### src/source/memctl_consts.svh
`ifndef MEMCTL_CONSTS_SVH
`define MEMCTL_CONSTS_SVH

// ======================================================================
// bus and word sizes
// ======================================================================

// byte address width seen by both ports and the bus.
`define MEMCTL_ADDR_W 32

// every transfer is one full word.
`define MEMCTL_DATA_W 32

// ======================================================================
// reset values
// ======================================================================

// a harmless instruction (addi x0, x0, 0) so the core decodes a nop
// before the first fetch completes.
`define MEMCTL_FETCH_RESET 32'h0000_0013

`endif
### src/source/memctl_pkg.sv
package memctl_pkg;

    // ==================================================================
    // controller states
    // ==================================================================

    typedef enum logic [2:0] {
        ST_INIT      = 3'd0,
        ST_IDLE      = 3'd1,
        ST_READ_REQ  = 3'd2,
        ST_WRITE_REQ = 3'd3,
        ST_READ      = 3'd4,
        ST_WRITE     = 3'd5,
        ST_WAIT      = 3'd6
    } state_t;

    // ==================================================================
    // request opcodes
    // ==================================================================

    typedef enum logic [1:0] {
        OP_NONE  = 2'd0,
        OP_LOAD  = 2'd1,
        OP_STORE = 2'd2,
        OP_FETCH = 2'd3
    } mem_op_t;

endpackage

### src/source/mem_subsystem.sv
`timescale 1ns/10ps

`include "memctl_consts.svh"

module mem_subsystem (
    input  logic                      clk,
    input  logic                      rst,
    // fetch side of the core.
    input  logic                      fetch_start,
    input  logic [`MEMCTL_ADDR_W-1:0] fetch_addr,
    output logic [`MEMCTL_DATA_W-1:0] instr,
    output logic                      instr_valid,
    output logic                      fetch_busy,
    // load/store side of the core.
    input  logic                      mem_read,
    input  logic                      mem_write,
    input  logic [`MEMCTL_ADDR_W-1:0] data_addr,
    input  logic [`MEMCTL_DATA_W-1:0] data_wdata,
    output logic [`MEMCTL_DATA_W-1:0] data_rdata,
    output logic                      data_valid,
    output logic                      data_err,
    output logic                      data_busy,
    // external bus.
    output logic [`MEMCTL_ADDR_W-1:0] bus_addr,
    output logic [`MEMCTL_DATA_W-1:0] bus_wdata,
    output logic                      bus_rd,
    output logic                      bus_wr,
    input  logic [`MEMCTL_DATA_W-1:0] bus_rdata,
    input  logic                      bus_full,
    output memctl_pkg::state_t        state
);

    logic                      fetch_req;
    logic                      fetch_done;
    logic [`MEMCTL_ADDR_W-1:0] fetch_req_addr;
    logic                      data_req;
    logic                      data_done;
    memctl_pkg::mem_op_t       data_op;
    logic [`MEMCTL_ADDR_W-1:0] data_req_addr;
    logic [`MEMCTL_DATA_W-1:0] data_req_wdata;
    logic [`MEMCTL_DATA_W-1:0] rdata;

    fetch_port u_fetch_port (
        .clk         (clk),
        .rst         (rst),
        .fetch_start (fetch_start),
        .fetch_addr  (fetch_addr),
        .fetch_done  (fetch_done),
        .rdata       (rdata),
        .fetch_req   (fetch_req),
        .req_addr    (fetch_req_addr),
        .instr       (instr),
        .instr_valid (instr_valid),
        .fetch_busy  (fetch_busy)
    );

    data_port u_data_port (
        .clk        (clk),
        .rst        (rst),
        .mem_read   (mem_read),
        .mem_write  (mem_write),
        .data_addr  (data_addr),
        .data_wdata (data_wdata),
        .data_done  (data_done),
        .rdata      (rdata),
        .data_req   (data_req),
        .data_op    (data_op),
        .req_addr   (data_req_addr),
        .wdata      (data_req_wdata),
        .data_rdata (data_rdata),
        .data_valid (data_valid),
        .data_err   (data_err),
        .data_busy  (data_busy)
    );

    mem_control u_mem_control (
        .clk        (clk),
        .rst        (rst),
        .fetch_req  (fetch_req),
        .fetch_addr (fetch_req_addr),
        .data_req   (data_req),
        .data_op    (data_op),
        .data_addr  (data_req_addr),
        .data_wdata (data_req_wdata),
        .bus_full   (bus_full),
        .bus_rdata  (bus_rdata),
        .fetch_done (fetch_done),
        .data_done  (data_done),
        .rdata      (rdata),
        .bus_addr   (bus_addr),
        .bus_wdata  (bus_wdata),
        .bus_rd     (bus_rd),
        .bus_wr     (bus_wr),
        .state      (state)
    );

endmodule

### src/source/mem_control.sv
`timescale 1ns/10ps

`include "memctl_consts.svh"

module mem_control (
    input  logic                      clk,
    input  logic                      rst,
    input  logic                      fetch_req,
    input  logic [`MEMCTL_ADDR_W-1:0] fetch_addr,
    input  logic                      data_req,
    input  memctl_pkg::mem_op_t       data_op,
    input  logic [`MEMCTL_ADDR_W-1:0] data_addr,
    input  logic [`MEMCTL_DATA_W-1:0] data_wdata,
    input  logic                      bus_full,
    input  logic [`MEMCTL_DATA_W-1:0] bus_rdata,
    output logic                      fetch_done,
    output logic                      data_done,
    output logic [`MEMCTL_DATA_W-1:0] rdata,
    output logic [`MEMCTL_ADDR_W-1:0] bus_addr,
    output logic [`MEMCTL_DATA_W-1:0] bus_wdata,
    output logic                      bus_rd,
    output logic                      bus_wr,
    output memctl_pkg::state_t        state
);

    memctl_pkg::state_t  next_state;
    memctl_pkg::mem_op_t pend_op;
    logic                src_data;
    logic                xfer;

    // ==================================================================
    // state and pending operation
    // ==================================================================

    always_ff @(posedge clk or posedge rst) begin
        if (rst) begin
            state    <= memctl_pkg::ST_INIT;
            pend_op  <= memctl_pkg::OP_NONE;
            src_data <= 1'b0;
        end else begin
            state <= next_state;
            // the winner is frozen here and stays until the next idle.
            if (state == memctl_pkg::ST_IDLE) begin
                if (data_req) begin
                    pend_op  <= data_op;
                    src_data <= 1'b1;
                end else if (fetch_req) begin
                    pend_op  <= memctl_pkg::OP_FETCH;
                    src_data <= 1'b0;
                end
            end
        end
    end

    always_comb begin
        next_state = state;
        case (state)
            memctl_pkg::ST_INIT: begin
                next_state = memctl_pkg::ST_IDLE;
            end
            memctl_pkg::ST_IDLE: begin
                // data wins over fetch.
                if (data_req) begin
                    if (data_op == memctl_pkg::OP_STORE) begin
                        next_state = memctl_pkg::ST_WRITE_REQ;
                    end else begin
                        next_state = memctl_pkg::ST_READ_REQ;
                    end
                end else if (fetch_req) begin
                    next_state = memctl_pkg::ST_READ_REQ;
                end
            end
            memctl_pkg::ST_READ_REQ: begin
                next_state = bus_full ? memctl_pkg::ST_WAIT : memctl_pkg::ST_READ;
            end
            memctl_pkg::ST_WRITE_REQ: begin
                next_state = bus_full ? memctl_pkg::ST_WAIT : memctl_pkg::ST_WRITE;
            end
            memctl_pkg::ST_WAIT: begin
                if (!bus_full) begin
                    if (pend_op == memctl_pkg::OP_STORE) begin
                        next_state = memctl_pkg::ST_WRITE;
                    end else begin
                        next_state = memctl_pkg::ST_READ;
                    end
                end
            end
            memctl_pkg::ST_READ,
            memctl_pkg::ST_WRITE: begin
                next_state = memctl_pkg::ST_IDLE;
            end
            default: begin
                next_state = memctl_pkg::ST_IDLE;
            end
        endcase
    end

    // ==================================================================
    // bus side
    // ==================================================================

    assign bus_rd = (state == memctl_pkg::ST_READ);
    assign bus_wr = (state == memctl_pkg::ST_WRITE);
    assign xfer   = bus_rd || bus_wr;

    always_comb begin
        bus_addr  = '0;
        bus_wdata = '0;
        if (xfer) begin
            bus_addr = src_data ? data_addr : fetch_addr;
        end
        if (bus_wr) begin
            bus_wdata = data_wdata;
        end
    end

    // done goes out in the transfer cycle itself.
    assign data_done  = xfer && src_data;
    assign fetch_done = xfer && !src_data;

    // the bus only holds its read data while bus_rd is high.
    always_ff @(posedge clk) begin
        if (bus_rd) begin
            rdata <= bus_rdata;
        end
    end

    // ==================================================================
    // checks
    // ==================================================================

    // a store goes out as a write and everything else as a read.
    a_bus_op_kind: assert property (@(posedge clk) disable iff (rst)
        (bus_rd || bus_wr) |-> (bus_wr == (pend_op == memctl_pkg::OP_STORE)));

    a_done_to_requester: assert property (@(posedge clk) disable iff (rst)
        (!fetch_done || fetch_req) && (!data_done || data_req));

    // a transfer must wait until the bus has room.
    a_strobe_after_room: assert property (@(posedge clk) disable iff (rst)
        (bus_rd || bus_wr) |-> !$past(bus_full));

endmodule

### src/source/data_port.sv
`timescale 1ns/10ps

`include "memctl_consts.svh"

module data_port (
    input  logic                      clk,
    input  logic                      rst,
    input  logic                      mem_read,
    input  logic                      mem_write,
    input  logic [`MEMCTL_ADDR_W-1:0] data_addr,
    input  logic [`MEMCTL_DATA_W-1:0] data_wdata,
    input  logic                      data_done,
    input  logic [`MEMCTL_DATA_W-1:0] rdata,
    output logic                      data_req,
    output memctl_pkg::mem_op_t       data_op,
    output logic [`MEMCTL_ADDR_W-1:0] req_addr,
    output logic [`MEMCTL_DATA_W-1:0] wdata,
    output logic [`MEMCTL_DATA_W-1:0] data_rdata,
    output logic                      data_valid,
    output logic                      data_err,
    output logic                      data_busy
);

    logic strobe;
    logic aligned;
    logic accept;
    logic start_q;
    logic capture;

    assign strobe    = mem_read || mem_write;
    assign aligned   = (data_addr[1:0] == 2'b00);
    assign accept    = strobe && !data_busy && aligned;
    assign data_busy = start_q || data_req || capture;

    always_ff @(posedge clk or posedge rst) begin
        if (rst) begin
            start_q    <= 1'b0;
            data_req   <= 1'b0;
            capture    <= 1'b0;
            data_valid <= 1'b0;
            data_err   <= 1'b0;
            data_op    <= memctl_pkg::OP_NONE;
            data_rdata <= '0;
        end else begin
            start_q    <= accept;
            data_valid <= 1'b0;

            // misaligned words never reach the controller.
            data_err <= strobe && !data_busy && !aligned;

            if (accept) begin
                data_op <= mem_write ? memctl_pkg::OP_STORE : memctl_pkg::OP_LOAD;
            end

            if (start_q) begin
                data_req <= 1'b1;
            end else if (data_done) begin
                data_req <= 1'b0;
            end

            capture <= data_req && data_done;
            if (capture) begin
                data_valid <= 1'b1;
                if (data_op == memctl_pkg::OP_LOAD) begin
                    data_rdata <= rdata;
                end
                data_op <= memctl_pkg::OP_NONE;
            end
        end
    end

    always_ff @(posedge clk) begin
        if (accept) begin
            req_addr <= data_addr;
            wdata    <= data_wdata;
        end
    end

    // the core decodes one memory instruction at a time.
    a_one_strobe: assert property (@(posedge clk) disable iff (rst)
        !(mem_read && mem_write));

endmodule

### src/source/fetch_port.sv
`timescale 1ns/10ps

`include "memctl_consts.svh"

module fetch_port (
    input  logic                      clk,
    input  logic                      rst,
    input  logic                      fetch_start,
    input  logic [`MEMCTL_ADDR_W-1:0] fetch_addr,
    input  logic                      fetch_done,
    input  logic [`MEMCTL_DATA_W-1:0] rdata,
    output logic                      fetch_req,
    output logic [`MEMCTL_ADDR_W-1:0] req_addr,
    output logic [`MEMCTL_DATA_W-1:0] instr,
    output logic                      instr_valid,
    output logic                      fetch_busy
);

    logic accept;
    logic start_q;
    logic capture;

    // a new fetch is taken only when nothing is in flight.
    assign accept     = fetch_start && !fetch_busy;
    assign fetch_busy = start_q || fetch_req || capture;

    always_ff @(posedge clk or posedge rst) begin
        if (rst) begin
            start_q     <= 1'b0;
            fetch_req   <= 1'b0;
            capture     <= 1'b0;
            instr_valid <= 1'b0;
            instr       <= `MEMCTL_FETCH_RESET;
        end else begin
            start_q     <= accept;
            instr_valid <= 1'b0;

            // the request rises one cycle after the strobe was latched.
            if (start_q) begin
                fetch_req <= 1'b1;
            end else if (fetch_done) begin
                fetch_req <= 1'b0;
            end

            // the controller registers rdata on the done edge, so the word
            // is taken one cycle later.
            capture <= fetch_req && fetch_done;
            if (capture) begin
                instr       <= rdata;
                instr_valid <= 1'b1;
            end
        end
    end

    // held stable from the strobe until the request completes.
    always_ff @(posedge clk) begin
        if (accept) begin
            req_addr <= fetch_addr;
        end
    end

endmodule

### config.mk
export PLATFORM = sky130hd
export DESIGN_NAME = mem_subsystem
export DESIGN_NICKNAME = d
export VERILOG_FILES = /design/src/source/memctl_pkg.sv /design/src/source/mem_subsystem.sv /design/src/source/mem_control.sv /design/src/source/data_port.sv /design/src/source/fetch_port.sv
export VERILOG_INCLUDE_DIRS = /design/src /design/src/source
export SDC_FILE = /design/constraint.sdc
export NUM_CORES = 1
export LEC_CHECK = 0
export BUFFER_PORTS_ARGS = -buffer_cell sky130_fd_sc_hd__buf_4
export CORE_ASPECT_RATIO = 0.75
export CORE_MARGIN = 5
export CORE_UTILIZATION = 53
export CTS_CLUSTER_SIZE = 10
export DETAILED_ROUTE_END_ITERATION = 8
export PLACE_DENSITY = 0.94
export SETUP_SLACK_MARGIN = 0.3
export SKIP_LAST_GASP = 1
export SLEW_MARGIN = 15
export SYNTH_ARGS = -nofsm -noshare
export SYNTH_HDL_FRONTEND = slang
export SYNTH_HIERARCHICAL = 1
export SYNTH_SLANG_ARGS = --single-unit
### constraint.sdc
create_clock -name clk -period 8 [get_ports clk]
set_clock_uncertainty 0.15 [all_clocks]
set_input_delay 0.8 -clock clk [delete_from_list [all_inputs] [get_ports clk]]
set_output_delay 0.8 -clock clk [all_outputs]
set_load 0.05 [all_outputs]
==> summary.txt <==
Setup path
  – CP Capture Type: output pin
  – R2R Path End: u_data_port/wdata[12]
  – CP Data Arrival Time: 2430 ps
  – CP Launch Type: register
  – R2R depth: 4
  – Internal reg-to-reg setup slack: 5780 ps
  – Crit Path Category: reg2out
  – Worst Path Required: 7050 ps
  – Worst r2r src: u_data_port/data_req
  – Crit path max fanout: 33

Place
  – Placer Congestion: 0.8957
  – Dpl hpwl: 13780 microns
  – DP Area: 0.009769 sq mm
  – PortBufs: 271
  – Cells after DPL: 864

Routing
  – Initial DRC count: 318
  – Residual DRC: 0
  – Vias per std cell: 5.108
  – Vias after detailed routing: 4638
  – Remaining antenna violation count: 0
  – Drt pass-1 iters: 4
  – Final wirelength: 19330 microns
  – Routed length per instance: 21.29 microns

Power
  – Comb pwr share: 43.5%
  – Leak Pwr: 4.573 nW
  – Power Dens Cells: 442.6 mW/mm^2
  – Clk network pwr share: 20.9%
  – Reg power frac: 35.6%
  – Internal: 2.694 mW
  – Worst vdd ir: 0.2891 mV
  – Switching part of the total: 41.85%
  – Switch Pwr: 1.939 mW

Finish
  – Area grow syn2layout: 37.22%
  – N_diodes: 0
  – Final nets: 824
  – Design area: 0.01047 sq mm
  – Footprint of the multi-input gates: 0.001535 sq mm
  – Final-layout fill cell count: 892
  – Reg area: 0.005874 sq mm
  – Layout cells sized above 1: 53.95%
  – Layout Cells excl Fill: 908

STA
  – Slew @ Worst Pin: 1055 ps
  – Max-Slew Margin vs Limit: 29.52%
  – RSZ-0062 raised after global routing: no
  – Setup-failing EPs final: 0
  – Final hold viol count: 0
  – Final Max Slew Viols: 0
  – Final TNS setup: 0 ps
  – Final min period: 3377 ps
  – Fmax: 296.1 MHz
  – Final Cycle Share: 42.21%

Global routing
  – Initial antenna violation count: 0
  – Global-route wire length before repair: 29280 microns
  – Largest net degree at the start of global routing: 66
  – Vias in the first global route: 5106
  – GRT overflow: 0
  – GRT Total Usage: 22.36%

Clock tree
  – CTS tree: built
  – Clk buf depth: 3
  – H-tree depth: 1
  – Post_cts resized: 0
  – Cts bufs inserted: 24
  – Clock Latency Late Sink: 490 ps
  – Hold_buf cts: 0
  – # clock sinks: 209
  – CTS clk-pin slew, worst paths: 50 ps
  – Post-CTS setup buffers: 0
  – CTS Root Cell: clkbuf_16

Floorplanning
  – Initial Util: 53.30%
  – DIE HEIGHT: 113.9 microns
  – Die area: 0.01691 sq mm
  – Rows: 38
  – I/O pin count: 272
  – Die width: 148.5 microns
  – Total core area: 0.01431 sq mm

Yosys
  – Post-synth design cell area: 0.007627 sq mm
  – Yosys top cell by area: edfxtp_1
  – Synth cell types: 37
  – Share of the yosys chip area belonging to registers: 77.02%
  – Syn nets: 539
  – Warnings from Yosys: 6
  – Mapped Cells: 405
  – Synth Register Bits: 209
  – Top cell type's share of synthesized area: 50.39%
  – Top cells by area, synth: edfxtp_1, dfrtp_1, mux2_2
  – Avg Synthesized Cell Area: 18.83 sq um

Run
  – Max-cap viol count: 0

Hold path
  – HP Class: in2async

Status
  – Status: completed
## cells by family after synthesis
logic type	synth area share [%]
buf+inv	2.953
simple gates	5.184
mux	9.728
compound gates	5.118
flops	77.02
## state kept, by name, summed over array words and instances (netlist names), 2 cells and up
name and count:
u_data_port/req_addr 32, u_fetch_port/instr 32, u_data_port/wdata 32, u_fetch_port/req_addr 32, u_data_port/data_op 2, u_data_port/data_rdata 32, u_mem_control/state 3, u_mem_control/pend_op 2
u_mem_control/rdata 32
## worst max path at each step
| stage | startpoint | end | slack (ps) | cells after the start |
|---|---|---|---|---|
| finish | u_mem_control/state[1] | bus_rd | 4620 | 3 |
| global route | u_mem_control/state[1] | bus_rd | 4510 | 3 |
| CTS | u_mem_control/state[1] | bus_rd | 4590 | 3 |
| detailed placement | u_mem_control/state[1] | bus_rd | 5130 | 3 |
| global placement | u_mem_control/state[1] | bus_rd | 5240 | 3 |
| floorplan | u_mem_control/state[1] | bus_rd | 4080 | 3 |
## cells in the final DEF (no fill, tap or decap), types with 2 or more instances in the layout
master / count
a21o_1: 2
a22o_1: 33
and2_1: 34
buf_4: 276
clkbuf_1: 19
clkbuf_16: 25
dfrtp_1: 78
dfstp_2: 3
edfxtp_1: 128
inv_1: 9
mux2_2: 65
nand2_1: 4
nor2_1: 3
nor2_4: 3
nor2b_1: 2
o22a_1: 2
## Yosys cell counts (all sizes together)
cell,number
a2111oi,1
a211oi,1
a21boi,1
a21o,2
a21oi,1
a22o,33
and2,34
and2b,2
buf,11
clkbuf,6
dfrtp,78
dfstp,3
edfxtp,128
inv,10
mux2,65
mux2i,1
nand2,4
nand2b,2
nand3b,1
nor2,8
nor2b,2
nor3,1
nor3b,1
nor4bb,1
o211ai,1
o21a,1
o21ai,2
o22a,2
o32a,1
or3,1
## power by group through the flow
stage / combinational (mW) / clock [mW] / sequential, mW
floorplan: 0.810 / 0 / 2.24
global placement: 1.98 / 0 / 1.64
detailed placement: 2.02 / 0 / 1.66
CTS: 2.03 / 0.989 / 1.65
global route: 2.08 / 1.04 / 1.68
finish: 2.02 / 0.970 / 1.65
## area by class of cell
type / instances / share of cell area (%)
multi-input combinational: 169 / 14.67
tap: 200 / 2.391
timing repair buffer: 276 / 19.80
sequential: 209 / 56.13
clock buffer: 44 / 6.659
inverter: 10 / 0.3586
## stage by stage
| stage | hold slack (ps) | util [%] | worst slack, ps | power [mW] |
|---|---|---|---|---|
| 3_5_place_dp | 316.6 | 68.26 | 5132 | 3.686 |
| 4_1_cts | 79.73 | 73.13 | 4587 | 4.666 |
| 6_report | 96.36 | 73.13 | 4623 | 4.632 |
| 2_1_floorplan | 224.5 | - | 4082 | 3.047 |
| 5_1_grt | 96.74 | 73.13 | 4514 | 4.806 |
| 3_3_place_gp | 283.4 | 68.26 | 5238 | 3.613 |
## worst max-delay path: stages, from the launching register on
cell and delay [ps]:
dfrtp_1 500, nand2b_4 260, nor2_4 810, buf_4 350
## routing by layer
metal,share of wire [%],GRT usage (%),up-vias,wire [microns]
met1,38,27.17,2329,7310
met4,3.5,7.569,0,667
li1,-,-,2084,-
met3,5.2,4.607,50,1003
met5,0,0,-,0
met2,54,40.13,175,10350
Power figures use the tool's default switching activity.
